[src/hdl/mf2_pkg.sv]
// Multiface Two shared definitions
// Bus widths, paging states and fixed port and vector constants

package mf2_pkg;

	////////////////////
	// Bus and storage widths
	////////////////////

	// Z80 address and data bus
	typedef logic [15:0] cpu_addr_t;
	typedef logic [7:0]  cpu_data_t;

	// Word address into the 8 KB Multiface RAM
	typedef logic [12:0] mf2_addr_t;

	// Gate array pen number with bit 4 for the border
	typedef logic [4:0] pen_index_t;

	// CRTC register number
	typedef logic [3:0] crtc_reg_t;

	////////////////////
	// Paging machine
	////////////////////

	typedef enum logic [1:0] {
		MF2_IDLE,
		MF2_NMI_PENDING,
		MF2_PAGED
	} mf2_state_t;

	////////////////////
	// Fixed addresses
	////////////////////

	// M1 fetch addresses that page in and hide the device
	localparam cpu_addr_t NMI_VECTOR  = 16'h0066;
	localparam cpu_addr_t HIDE_VECTOR = 16'h0065;

	// Base of ports FEE8..FEEB where bit 1 selects page out
	localparam cpu_addr_t CTRL_PORT_BASE = 16'hFEE8;

	// High address bytes of the shadowed hardware ports
	localparam logic [7:0] GA_PORT        = 8'h7F;
	localparam logic [7:0] CRTC_SEL_PORT  = 8'hBC;
	localparam logic [7:0] CRTC_DATA_PORT = 8'hBD;
	localparam logic [7:0] PPI_PORT       = 8'hF7;
	localparam logic [7:0] ROM_SEL_PORT   = 8'hDF;

endpackage

[src/hdl/mf2_shadow_map.sv]
// Multiface Two hardware shadow map
// Tracks pen and CRTC register selection and maps writes to the gate array,
// CRTC, 8255 and upper ROM ports onto fixed shadow RAM addresses

module mf2_shadow_map (
	input  logic               clk_sys,
	input  logic               reset,

	input  logic               io_wr_stb,
	input  mf2_pkg::cpu_addr_t addr,
	input  mf2_pkg::cpu_data_t wdata,

	// Shadow store request, same cycle as the strobe
	output logic               store_valid,
	output mf2_pkg::mf2_addr_t store_addr,
	output mf2_pkg::cpu_data_t store_data
);

	import mf2_pkg::*;

	pen_index_t pen_index;
	crtc_reg_t  crtc_reg;
	logic       pen_select;
	logic       crtc_select;

	assign pen_select  = (addr[15:8] == GA_PORT) && (wdata[7:6] == 2'b00);
	assign crtc_select = (addr[15:8] == CRTC_SEL_PORT);

	////////////////////
	// Selection tracking
	////////////////////

	always_ff @(posedge clk_sys) begin
		if (reset) begin
			pen_index <= '0;
			crtc_reg  <= '0;
		end else if (io_wr_stb) begin
			if (pen_select) begin
				pen_index <= wdata[4:0];
			end
			if (crtc_select) begin
				crtc_reg <= wdata[3:0];
			end
		end
	end

	////////////////////
	// Address map
	////////////////////

	// Zero means the port is not shadowed
	always_comb begin
		casez ({addr[15:8], wdata[7:6]})
			{GA_PORT, 2'b00}: store_addr = 13'h1FCF;
			{GA_PORT, 2'b01}: begin
				// Border colour lives apart from the 16 inks
				if (pen_index[4]) begin
					store_addr = 13'h1FDF;
				end else begin
					store_addr = {9'h1F9, pen_index[3:0]};
				end
			end
			{GA_PORT, 2'b10}:         store_addr = 13'h1FEF;
			{GA_PORT, 2'b11}:         store_addr = 13'h1FFF;
			{CRTC_SEL_PORT, 2'b??}:   store_addr = 13'h1CFF;
			{CRTC_DATA_PORT, 2'b??}:  store_addr = {9'h1DB, crtc_reg};
			{PPI_PORT, 2'b??}:        store_addr = 13'h17FF;
			{ROM_SEL_PORT, 2'b??}:    store_addr = 13'h1AAC;
			default:                  store_addr = '0;
		endcase
	end

	assign store_valid = io_wr_stb && (store_addr != '0);
	assign store_data  = wdata;

endmodule

[config.mk]
export PLATFORM = sky130hd
export DESIGN_NAME = mf2_shadow_map
export DESIGN_NICKNAME = d
export VERILOG_FILES = /design/src/hdl/mf2_pkg.sv /design/src/hdl/mf2_shadow_map.sv
export SDC_FILE = /design/constraint.sdc
export NUM_CORES = 1
export LEC_CHECK = 0
export ABC_CLOCK_PERIOD_IN_PS = 1900
export BUFFER_PORTS_ARGS = -buffer_cell sky130_fd_sc_hd__buf_4
export CORE_AREA = 2 2 45 47
export CTS_BUF_LIST = sky130_fd_sc_hd__clkbuf_8
export CTS_CLUSTER_DIAMETER = 80
export CTS_CLUSTER_SIZE = 16
export DETAILED_ROUTE_END_ITERATION = 12
export DIE_AREA = 0 0 47 49
export GPL_ROUTABILITY_DRIVEN = 0
export PLACE_DENSITY = 0.89
export SYNTH_ARGS = -nofsm -noshare
export SYNTH_HDL_FRONTEND = slang
export SYNTH_SLANG_ARGS = --single-unit
export TNS_END_PERCENT = 50
[constraint.sdc]
create_clock -name clk_sys -period 1.9 [get_ports clk_sys]
set_clock_uncertainty 0.2 [all_clocks]
set_input_delay 0.095 -clock clk_sys [delete_from_list [all_inputs] [get_ports clk_sys]]
set_output_delay 0.095 -clock clk_sys [all_outputs]
set_load 0.03 [all_outputs]
# Word-level counts from Yosys, hierarchy flattened
# Cells that the tools add are included.
# W data, S select, Z words.
[word_totals]
reg_bits = 9
in_bits = 27
out_inout_bits = 22
[op_classes]
eq_ne = 9
n_mux = 2
reduce_logical = 6
[op_table]
columns = ["cell", "n"]
rows = [
  ["$pmux W13 S8", 1],
  ["$eq A10 B9 Y1 const B", 4],
  ["$eq A8 B8 Y1 const B", 4],
  ["$reduce_bool A13 Y1", 1],
  ["$eq A8 B7 Y1 const B", 1],
  ["$mux W7", 1],
  ["$reduce_and A2 Y1", 2],
  ["$logic_and A1 B1 Y1", 2],
  ["$logic_not A2 Y1", 1],
]

# Logic depth before layout (Yosys ltp)
[depth]
word_depth = 4
mapped_depth = 5

# Worst setup path before layout
# OpenSTA, ideal clock, no wires.
[synth_timing]
kind = "input-to-output"
startpoint = "in addr[8]"
endpoint = "out store_addr[12]"
arrival_time_ns = 1.403
slack_ns = 0.202
cell_stages = 4
n_path_buf = 1
cell_sequence = "and3_1 > nand3_1 > o21ai_0 > buf_4"
[synth_between]
elab_chain_cells = 2
[synth_rtl]
columns = ["element", "line_no", "text"]
rows = [
  ["from (decl)", "mf2_shadow_map.sv:10", "input mf2_pkg::cpu_addr_t addr,"],
  ["$eq A10 B9 Y1 or $eq A8 B8 Y1 (tied branches)", "mf2_shadow_map.sv:53", "casez ({addr[15:8], wdata[7:6]})"],
  ["$pmux W13 S8 (*)", "mf2_shadow_map.sv:53", ""],
  ["to (decl)", "mf2_shadow_map.sv:15", "output mf2_pkg::mf2_addr_t store_addr,"],
]
# Every way passes the cells marked *; elsewhere a longest branch is shown, timed or not.

# Worst setup path in the final report
[layout_timing]
startpoint = "reg pen_index[4]"
endpoint = "out store_addr[3]"
[layout_between]
elab_chain_cells = 2
[layout_rtl]
columns = ["element", "line_no", "text"]
rows = [
  ["from (decl)", "mf2_shadow_map.sv:21", "pen_index_t pen_index;"],
  ["from (signal assigned)", "mf2_shadow_map.sv:39", "pen_index <= wdata[4:0];"],
  ["$mux W7", "mf2_shadow_map.sv:57", "if (pen_index[4]) begin"],
  ["$pmux W13 S8", "mf2_shadow_map.sv:53", ""],
]
# Every way passes these cells.

==> reports/qor.txt <==
CP max-delay cell -> or3b_4
DIE WIDTH -> 47 um
Wire length per cell after detailed routing -> 12.7 um
Die H -> 49 um
Core ar. -> 1840 um2
Post-route ant nets -> 0
Gr usage total -> 18.4%
Setup CP Type -> flop to primary output
Max incr delay on CP -> 430 ps
Initial antenna violation count -> 0
Crit. End Element -> primary output
Commonest cells after routing, fill and taps aside -> buf_4 (40), nand2b_1 (14), mux2i_1 (9), dfxtp_1 (9), nand3_1 (8)
Initial Util -> 44.2%
Post-synthesis adder-cell area fraction -> 0%
Distinct cells, synth -> 32
Peak Freq -> 566 MHz
Max-slew violations -> 0
Gate count after technology mapping -> 97
Residual DRC count -> 0
Final nets -> 162
Die area -> 2300 um2
Worst Path Buf+Inv -> 1
Vias -> 849
Detailed placement HPWL -> 1500 um
Clock Path Buffers -> 2
Setup TNS -> 0 ps
Main combinational cell family by area after synthesis -> simple AND/OR/NAND/NOR gates
Syn Nets -> 124
Seq/Total Area, Yosys -> 22.1%
Post-Synth XOR/XNOR Area -> 2.15%
P per Cell Area -> 472 nW/um2
Synth Register Bits -> 9
Max reg flops -> 5
Grt total ovfl -> 0
DR iter-0 viols -> 21
Status -> finished clean
TritonCTS clock tree -> yes
Slew HR -> 78.7%
Max-cap violations -> 0
# fillers -> 172
Post-synthesis mux area share -> 11.1%
Reg clk slew, reported paths -> 40 ps
Share of layout cells above drive strength 1 -> 35.8%
Peak supply drop -> 0.420 mV
Num CTS Buffers -> 3
CP Launch Type -> flop
Req. time, crit path -> 1600 ps
Final Util -> 62.7%
Post-route minimum period -> 1770 ps
Post-detailed-route via-to-cell ratio -> 5.27
Non-filler cells, final -> 161
Vias in the first global route -> 751
Final hold viol count -> 0
Tcrit/Tclk final -> 93.0%
Simple-Gate Fraction of Synth Area -> 39.8%
IO buf count -> 38
Worst Path Arrival -> 1470 ps
CTS H-tree lvls -> 1
Crit-path cells -> or3b_4, o211ai_1, o2111ai_1, buf_4
CP top delay family -> simple AND/OR/NAND/NOR gates
Area Growth Syn to Fin -> 41.8%
First-pass GRT wire length -> 3190 um
Drt first pass iters -> 4
N_diodes -> 0
Worst-Margin Slew -> 320 ps
Final wirelength -> 2040 um
CP max FO -> 5
HP Class -> primary input to flop
Synth Area in Compound Gates -> 10.1%
Flop-to-flop setup slack -> 1110 ps
Commonest non-fill, non-tap cell in the layout -> buf_4
Power Total -> 0.546 mW
Num Clock Sinks -> 9
YS warnings -> 0
Final Setup Violations -> 0
Worst-skew pair later-pin latency -> 230 ps
Mean Syn Cell Area -> 8.40 um2
Post-synthesis cell area -> 815 um2
Cell Rows -> 16
Leakage -> 0.556 nW
Placed insts -> 151
CTS root buf -> clkbuf_8
Unrepaired setup endpoints after global routing -> false
Ports -> 49
Largest net degree at the start of global routing -> 15
[where the power goes]
group | switching [mW] | internal [mW]
sequential | 0.0000773 | 0.190
clock | 0.0753 | 0.141
combinational | 0.0741 | 0.0658
total | 0.150 | 0.396
[cell usage after synthesis (all sizes together)]
| master | n | share of area (%) |
|---|---|---|
| xnor2 | 1 | 1.1 |
| a211oi | 1 | 0.92 |
| or3 | 1 | 0.77 |
| o211ai | 2 | 1.8 |
| inv | 5 | 2.3 |
| o21ai | 4 | 2.5 |
| nand4b | 1 | 2.9 |
| nor2 | 4 | 1.8 |
| a21oi | 1 | 0.61 |
| and4b | 2 | 2.5 |
| nand2b | 14 | 11 |
| nor3 | 1 | 0.61 |
| mux2i | 9 | 11 |
| nand3 | 9 | 6.1 |
| and4 | 3 | 3.5 |
| nor3b | 1 | 2.3 |
| xor2 | 1 | 1.1 |
| buf | 12 | 12 |
| nand4 | 4 | 3.1 |
| dfxtp | 9 | 22 |
| clkbuf | 1 | 0.46 |
| and3 | 1 | 0.77 |
| nor4b | 1 | 1.1 |
| o221ai | 2 | 2.2 |
| or3b | 1 | 1.1 |
| and3b | 1 | 1.1 |
| o2111ai | 2 | 2.2 |
| nand2 | 3 | 1.4 |
[worst register-to-register path, delay by kind of cell, from the launching register on]
family,cells,cell delay [ps]
muxes,1,130
DFF,1,330
and+or+nand+nor,1,60
[through the flow]
step                cell area [um2]  hold WS (ps)  setup WS, ps
CTS                            1150          10.7          10.3
finish                         1150          12.4           133
global route                   1150          35.9          39.8
global placement               1050         -9.65           290
detailed placement             1050         -9.65           271
floorplan                       815          50.3           202
[final cells by class]
class                      instances  area, um2  share of cell area (%)
timing repair buffer              46        360                    31.2
sequential                         9        180                    15.6
clock inverter                     1       3.75                   0.325
tap                               27       33.8                    2.93
multi-input combinational         70        517                    44.7
clock buffer                       3       41.3                    3.58
inverter                           5       18.8                    1.63
[cell families (layout without fill, tap and decap cells)]
| group | count (synthesis) | after routing |
|---|---|---|
| AOI/OAI and AO/OA | 12 | 12 |
| buffers and inverters | 18 | 55 |
| muxes | 9 | 9 |
| DFF | 9 | 9 |
| xor gates and xnor gates | 2 | 2 |
| and+or+nand+nor | 47 | 47 |
[repair_timing]
item	CTS	global route
gates resized for setup	0	1
buffers inserted	0	0
setup endpoints to repair	0	2
endpoints found under the hold margin	10	0
hold buffers	6	0
[worst paths after layout]
kind                              startpoint            end  cells after the start
worst max-delay path            pen_index[4]  store_addr[3]                      4
worst min-delay path                   reset   pen_index[1]                      3
worst max register to register   crtc_reg[3]    crtc_reg[3]                      2
worst min register to register  pen_index[1]   pen_index[1]                      2
[metal layers]
metal | global-route usage (%) | wire length (um)
met5 | 0 | 0
met4 | 8.33 | 30
met3 | 2.22 | 122
met2 | 30.4 | 1020
met1 | 22.9 | 873
Note: power is estimated with default switching activity, not from simulation.
