[src/hdl/mf2_pkg.sv]
// Multiface Two shared definitions
// Bus widths, paging states and fixed port and vector constants

package mf2_pkg;

	////////////////////
	// Bus and storage widths
	////////////////////

	// Z80 address and data bus
	typedef logic [15:0] cpu_addr_t;
	typedef logic [7:0]  cpu_data_t;

	// Word address into the 8 KB Multiface RAM
	typedef logic [12:0] mf2_addr_t;

	// Gate array pen number with bit 4 for the border
	typedef logic [4:0] pen_index_t;

	// CRTC register number
	typedef logic [3:0] crtc_reg_t;

	////////////////////
	// Paging machine
	////////////////////

	typedef enum logic [1:0] {
		MF2_IDLE,
		MF2_NMI_PENDING,
		MF2_PAGED
	} mf2_state_t;

	////////////////////
	// Fixed addresses
	////////////////////

	// M1 fetch addresses that page in and hide the device
	localparam cpu_addr_t NMI_VECTOR  = 16'h0066;
	localparam cpu_addr_t HIDE_VECTOR = 16'h0065;

	// Base of ports FEE8..FEEB where bit 1 selects page out
	localparam cpu_addr_t CTRL_PORT_BASE = 16'hFEE8;

	// High address bytes of the shadowed hardware ports
	localparam logic [7:0] GA_PORT        = 8'h7F;
	localparam logic [7:0] CRTC_SEL_PORT  = 8'hBC;
	localparam logic [7:0] CRTC_DATA_PORT = 8'hBD;
	localparam logic [7:0] PPI_PORT       = 8'hF7;
	localparam logic [7:0] ROM_SEL_PORT   = 8'hDF;

endpackage

[src/hdl/mf2_control.sv]
// Multiface Two paging control
// FSM for NMI entry and paging, hidden flag, control ports FEE8/FEEA
// and the ROM/RAM window decode

module mf2_control (
	input  logic             clk_sys,
	input  logic             reset,

	// Bus event strobes
	input  logic             m1_stb,
	input  logic             io_wr_stb,
	input  logic             freeze_stb,
	input  mf2_pkg::cpu_addr_t addr,

	// Mode levels
	input  logic             mf2_disabled,
	input  logic             mf2_hidden_mode,

	output logic             nmi,
	output logic             paged,
	output logic             ram_en,
	output logic             rom_en
);

	import mf2_pkg::*;

	mf2_state_t state;
	logic       hidden;
	logic       ctrl_port_hit;
	logic       page_in_ok;

	// FEE8..FEEB
	assign ctrl_port_hit = io_wr_stb && (addr[15:2] == CTRL_PORT_BASE[15:2]);

	// Page in only on FEE8 and only when visible
	assign page_in_ok = !addr[1] && !hidden && !mf2_disabled;

	////////////////////
	// Paging FSM
	////////////////////

	always_ff @(posedge clk_sys) begin
		if (reset) begin
			state  <= MF2_IDLE;
			hidden <= mf2_disabled | mf2_hidden_mode;
		end else begin
			case (state)
				MF2_IDLE: begin
					// Freeze button only while the window is out
					if (freeze_stb && !mf2_disabled) begin
						state <= MF2_NMI_PENDING;
					end
				end
				MF2_NMI_PENDING: begin
					// CPU takes the NMI and the window comes in
					if (m1_stb && addr == NMI_VECTOR) begin
						state  <= MF2_PAGED;
						hidden <= 1'b0;
					end
				end
				MF2_PAGED: begin
					// Software hides the device on its way out
					if (m1_stb && addr == HIDE_VECTOR) begin
						hidden <= 1'b1;
					end
				end
				default: begin
					state <= MF2_IDLE;
				end
			endcase

			// Control port write overrides the above
			if (ctrl_port_hit) begin
				if (page_in_ok) begin
					state <= MF2_PAGED;
				end else if (addr[1] && state == MF2_PAGED) begin
					state <= MF2_IDLE;
				end
			end
		end
	end

	assign nmi   = (state == MF2_NMI_PENDING);
	assign paged = (state == MF2_PAGED);

	////////////////////
	// Window decode
	////////////////////

	// ROM at 0000-1FFF, RAM at 2000-3FFF
	assign rom_en = paged && (addr[15:13] == 3'b000);
	assign ram_en = paged && (addr[15:13] == 3'b001);

endmodule

[config.mk]
export PLATFORM = sky130hd
export DESIGN_NAME = mf2_control
export DESIGN_NICKNAME = d
export VERILOG_FILES = /design/src/hdl/mf2_pkg.sv /design/src/hdl/mf2_control.sv
export SDC_FILE = /design/constraint.sdc
export NUM_CORES = 1
export LEC_CHECK = 0
export BUFFER_PORTS_ARGS = -buffer_cell sky130_fd_sc_hd__clkbuf_2
export CORE_AREA = 2 2 39 41
export CTS_BUF_LIST = sky130_fd_sc_hd__clkbuf_2
export DETAILED_ROUTE_END_ITERATION = 10
export DIE_AREA = 0 0 41 43
export GPL_TIMING_DRIVEN = 0
export MAX_ROUTING_LAYER = met4
export PLACE_DENSITY_LB_ADDON = 0.1
export SYNTH_ARGS = -nofsm -noshare
export SYNTH_HDL_FRONTEND = slang
export SYNTH_SLANG_ARGS = --single-unit
[constraint.sdc]
create_clock -name clk_sys -period 1.35 [get_ports clk_sys]
set_input_delay 0.135 -clock clk_sys [delete_from_list [all_inputs] [get_ports clk_sys]]
set_output_delay 0.135 -clock clk_sys [all_outputs]
set_load 0.05 [all_outputs]
After elaboration in Yosys (flattened, before gate mapping)
Index checks and enable logic that the tools add are counted.
Word-level totals
  output and inout port bits: 4
  logic and storage cells: 37
  register bits: 3
  bits of input ports: 23
Operators by class
  reductions and logical operators: 16
  muxes and demuxes: 10
  equality and inequality tests: 8
  bitwise operators: 1
Operator list (number)
  $eq A16 B7 Y1 const B: 2
  $eq A14 B14 Y1 const B: 1
  $mux W2: 5
  $logic_and A1 B1 Y1: 9
  $ne A3 B2 Y1 const B: 2
  $pmux W2 S3: 1
  $eq A3 B1 Y1 const B: 1
  $logic_not A1 Y1: 3
  $logic_not A3 Y1: 1
  $mux W1: 3
  $reduce_and A3 Y1: 1
  $reduce_bool A3 Y1: 1
  $eq A2 B1 Y1 const B: 1
  $eq A2 B2 Y1 const B: 1
  $logic_not A2 Y1: 1
  $pmux W1 S2: 1
  $or A1 B1 Y1: 1

Depth between registers and ports, before layout
Gate-level depths: netlist of the first run.
  depth in word-level cells: 7
  depth in mapped cells: 4
  depth with buffers taken out: 4

Worst setup path before layout of the first run
No wires, ideal clock.
  kind: flip-flop to output port
  start point: register state[0]
  end point: output port ram_en
  data arrival time: 2143 ps
  path buffers: 0
  cell stages (with the launch flop): 3
  required time: 1215 ps
  setup slack: -928 ps
  cells stage by stage: dfxtp_1 > nand2b_1 > nor4b_1
On the way
  cells in the longest elaborated chain, start to end: 2
Ends and longest elaborated chain
  from (decl): line mf2_control.sv:27  | mf2_state_t state;
  from (signal assigned): line mf2_control.sv:44  | state <= MF2_IDLE;
  from (signal assigned): line mf2_control.sv:51  | state <= MF2_NMI_PENDING;
  from (signal assigned): line mf2_control.sv:57  | state <= MF2_PAGED;
  $eq A2 B2 Y1: line mf2_control.sv:84  | assign paged = (state == MF2_PAGED);
  $logic_and A1 B1 Y1: line mf2_control.sv:92  | assign ram_en = paged && (addr[15:13] == 3'b001);
  to (decl): line mf2_control.sv:21  | output logic ram_en,
Every way passes these cells.

Worst setup path in the final report of the first run
Ends and elaborated chain as after synthesis.

==> results of run 1 <==
-- kinds of logic (layout without fill, tap and decap cells) --
group,count (synthesis),count (layout)
flops,3,3
simple gates,22,22
buf+inv,2,32
compound gates,6,6
-- cell type report --
cell class / count / area share
multi-input combinational: 28 / 0.488
clock buffer: 4 / 0.0398
tap: 16 / 0.0398
timing repair buffer: 26 / 0.276
sequential: 3 / 0.142
inverter: 2 / 0.0149
-- cells in the mapped netlist, types with 2 or more instances --
library cell	number	area [um2]
nand3_1	2	10.0
dfxtp_1	2	40.0
nor3_1	4	20.0
nand4b_1	2	17.5
o21ai_0	3	15.0
inv_1	2	7.51
nand2b_1	2	12.5
nor4b_2	2	30.0
-- stage by stage --
step	util	power, mW	hold slack [ns]
after floorplan	-	0.131	0.204
after global placement	0.336	0.182	0.371
after detailed placement	0.336	0.181	0.366
after CTS	0.363	0.317	0.134
after global routing	0.363	0.325	0.153
final	0.363	0.308	0.146
-- power groups by stage --
stage	clock, mW	combinational (mW)	sequential, mW
final	0.129	0.0795	0.101
after global routing	0.135	0.0884	0.101
after CTS	0.136	0.0804	0.101
after detailed placement	0	0.0790	0.102
after global placement	0	0.0792	0.102
after floorplan	0	0.0295	0.101
-- how the worst max path moves through the flow --
stage	to	slack (ns)	cells after the start
floorplan	ram_en	0.01	2
global placement	hidden	0.008	4
detailed placement	hidden	0.01	4
CTS	ram_en	0.02	3
global route	ram_en	0.007	3
finish	ram_en	0.04	3
-- flip-flops by register name, summed over array words and instances, names as in the netlist --
| name | flops |
|---|---|
| state | 2 |
| hidden | 1 |
-- metal layers --
layer,vias up,GRT usage,part of all wire
met1,167,0.115,0.40
li1,193,-,-
met5,-,-,0
met3,2,0,0.093
met2,20,0.159,0.47
met4,0,0.100,0.027
-- what timing repair did --
item | in CTS | in global routing
endpoints found under the setup margin | 3 | 0
hold buffers | 0 | 0
resized for setup | 5 | 0
==> results.cfg, run 1 <==
[routing]
wl_um = 792
num_vias = 382
vias_per_cell = 4.84
drt_iter0_drc = 3
drtPass1Iterations = 2
wire_per_inst_um = 10.0
ant_nets = 0
drc = 0

[critical_path]
critPathLaunchType = flop
setup.worst_path.class = reg -> out
crit_path_cell_trace = nand2b_4 -> nor4b_4 -> clkbuf_8
cp-startpoint = state[0]
max_stage_delay_ns = 0.33
reg2reg_slack_ns = 0.16
worstReg2RegEnd = hidden
crit_path_max_fanout = 6
crit_buf_inv = 1
path_delay_family = simple AND/OR/NAND/NOR gates
end_kind = output pin
cpMaxStageDelayCell = dfxtp_1
critPathRequiredTime_ns = 1.22
r2r_start = state[0]
cp.arrival_ns = 1.17
worstRegToRegCells = 4

[outcome]
status = complete, no violations

[final_layout]
final_common_cell = clkbuf_2
nets = 87
area.sequential_um2 = 71.3
final_cell_mix = clkbuf_2 (29), nor3_1 (4), o21ai_0 (3)
nFillCells = 157
finalInstanceArea_um2 = 503
fin_cells = 79
drive_gt1_frac = 0.619
num_antenna_cells = 0
multi_input_area_um2 = 245
syn_to_final_growth_pct = 81.1

[die]
rows = 14
die_y_um = 43
die_w_um = 41
dieArea_um2 = 1760
initial_utilization = 0.201
io_pins = 27
core_um2 = 1380

[synth]
yosysSeqAreaShare = 0.252
synth_top_family_by_area = simple AND/OR/NAND/NOR gates
yosys.area_share.simple = 0.595
synthesis.area_um2 = 278
synthXorXnorAreaFrac = 0
synth_edf_count = 1
synth_nets = 56
ys_ff_latch = 3
synthFlopType = dfxtp_1
avgSynthCellArea_um2 = 8.42
synth_cells = 33
synth_compound_area_frac = 0.126
synth_warnings = 0
yosysUniqueCellTypes = 22
synth.area.mux_share = 0
ys_async_sr_fraction = 0
synth_fa_ha_area_frac = 0

[worst_hold_path]
min_from = reset
whs_endpoint = state[1]
min_path_cells = 2
hold_class = in -> reg

[timing]
rsz0062_at_grt = false
setup_violations = 0
finalClockSkew_ns = 0.00546
slew_violations = 0
fmax_ghz = 0.766
timing.final.ws_setup_ns = 0.0440
period_needed_ns = 1.31
finalHoldViolations = 0
slew_headroom = 0.818
setup_tns_ns = 0
period_share = 0.967
worst_pin_slew_ns = 0.275

[placed_design]
io_buffers = 26
place_inst = 75
gp_congestion = 0.607
dpl_cell_area_um2 = 465
hpwl_um = 686
pre_cts_slack_ns = 0.0139

[clock_network]
cts_max_path_buffers = 2
clk-insertion-delay-late_ns = 0.21
numCtsBuffers = 3
cts.htree.levels = 1
clk_pin_slew_ns = 0.05
root_buffer = clkbuf_2
cts_tree = yes
post_cts_buffers = 0
cts.sinks = 3

[pwr]
power_frac_seq = 0.326
p_comb_frac = 0.258
ir_drop_v = 0.000225
power.switching_mw = 0.0909
swShare = 0.295
power_leakage_nw = 0.235
power_density_nw_per_um2 = 613
internal-power_mw = 0.218
pwr-share-clk = 0.417

[global_route]
grt_overflow = 0
grt_pass1_vias = 326
globalRouteTotalUtil = 0.105
grt_pass1_wl_mm = 1.20
antenna_found_initial = 0
grt_max_degree = 7

[flow_run]
cap_violations = 0
No activity file was read; power rests on OpenSTA's default activity.
==> inputs of run 2 (changes only) <==
GPL_TIMING_DRIVEN = not set   (was 0)
PLACE_DENSITY_LB_ADDON = not set   (was 0.1)
==> run 2 against run 1 <==
Effect of this change:
- critical path depth is the same
- register-to-register slack worse by 0.06 ns
- core utilization is 2.1 points higher
- hold slack gained 0.0094 ns
- cell count up 5.1%
- design area up 5.7%
- largest power group unchanged
==> results.cfg, run 2 (same netlist as run 1, synthesis figures left out) <==
[clock_network]
numCtsBuffers = 3
root_buffer = clkbuf_2
post_cts_buffers = 0
clk-insertion-delay-late_ns = 0.22
cts.htree.levels = 1
cts_tree = yes
clk_pin_slew_ns = 0.05
cts.sinks = 3
cts_max_path_buffers = 2

[routing]
drc = 0
num_vias = 412
drtPass1Iterations = 4
wire_per_inst_um = 10.7
drt_iter0_drc = 9
vias_per_cell = 4.96
ant_nets = 0
wl_um = 892

[global_route]
grt_pass1_wl_mm = 1.32
antenna_found_initial = 0
globalRouteTotalUtil = 0.119
grt_pass1_vias = 359
grt_overflow = 0
grt_max_degree = 7

[timing]
period_share = 0.958
slew_violations = 0
fmax_ghz = 0.773
setup_violations = 0
finalClockSkew_ns = 0.0105
rsz0062_at_grt = false
period_needed_ns = 1.29
slew_headroom = 0.818
worst_pin_slew_ns = 0.274
finalHoldViolations = 0
setup_tns_ns = 0

[critical_path]
end_kind = output pin
cp-startpoint = state[0]
critPathLaunchType = flop
r2r_start = state[0]
worstRegToRegCells = 5
crit_path_max_fanout = 6
setup.worst_path.class = reg -> out
crit_end = ram_en
reg2reg_slack_ns = 0.10
critPathRequiredTime_ns = 1.22
cp.arrival_ns = 1.16
worstReg2RegEnd = hidden

[pwr]
power_leakage_nw = 0.256
ir_drop_v = 0.000167
power_density_nw_per_um2 = 605

[die]
dieArea_um2 = 1760
io_pins = 27
rows = 14
core_um2 = 1380
die_w_um = 41
initial_utilization = 0.201
die_y_um = 43

[placed_design]
gp_congestion = 0.630
hpwl_um = 759
place_inst = 79
io_buffers = 26

[worst_hold_path]
hold_class = in -> reg

[final_layout]
multi_input_area_um2 = 245
postLayoutCoreUtil = 0.384
largest_reg_flops = 2
area.sequential_um2 = 70.1
nFillCells = 154
nets = 91
fin_cells = 83
syn_to_final_growth_pct = 91.4
final_cell_mix = clkbuf_2 (28), nor3_1 (4), buf_4 (4)
drive_gt1_frac = 0.627
largestRegisters = state: 2 flops, hidden: 1 flops
final_common_cell = clkbuf_2
top_register = state
num_antenna_cells = 0

[outcome]
status = complete, no violations

[flow_run]
cap_violations = 0
## run 2: cell count changes in the layout (fill, tap and decap cells not counted), sizes merged
cell | previous run | this run
buf | 0 | 5
clkbuf | 30 | 29
## run 2: worst min-delay path by stage
stage,slack [ns],startpoint,end,cells past startpoint
6_report,0.16,reset,state[1],2
5_1_grt,0.15,reset,state[1],2
2_1_floorplan,0.20,reset,state[1],1
3_3_place_gp,0.38,reset,state[1],2
4_1_cts,0.15,reset,state[1],2
3_5_place_dp,0.37,reset,state[1],2
## run 2: cell type report
| class | count | area share |
|---|---|---|
| Multi-Input combinational cell | 28 | 0.461 |
| Timing Repair Buffer | 30 | 0.318 |
| Sequential cell | 3 | 0.132 |
| Clock buffer | 4 | 0.0376 |
| Tap cell | 16 | 0.0376 |
| Inverter | 2 | 0.0141 |
## run 2: repair_timing
item                       CTS  global route
setup endpoints to repair    2             1
gates resized for setup      4             1
hold buffers                 0             0
## run 2: stage by stage
step | hold WS [ns] | setup WS [ns] | power (mW) | cell area, um2
global route | 0.152 | 0.00625 | 0.345 | 532
detailed placement | 0.373 | 0.0583 | 0.189 | 495
finish | 0.156 | 0.0568 | 0.322 | 532
CTS | 0.148 | 0.0450 | 0.327 | 532
floorplan | 0.204 | 0.0109 | 0.131 | 315
global placement | 0.376 | 0.110 | 0.189 | 495
## run 2: per-layer routing
| layer | track usage | part of all wire | vias to the layer above |
|---|---|---|---|
| li1 | - | - | 201 |
| met1 | 0.134 | 0.39 | 181 |
| met2 | 0.166 | 0.46 | 27 |
| met3 | 0.0471 | 0.13 | 3 |
| met4 | 0.0800 | 0.022 | 0 |
| met5 | - | 0 | - |
## run 2: worst max-delay path: stages (launching register included)
cell and delay (ns):
dfxtp_1 0.31, nand2b_4 0.18, nor4b_4 0.22, clkbuf_8 0.22
## run 2: where the power goes
part / internal (mW) / switching [mW]
Clock: 0.0782 / 0.0551
Sequential: 0.0979 / 0.00162
Combinational: 0.0476 / 0.0411
Total: 0.224 / 0.0979
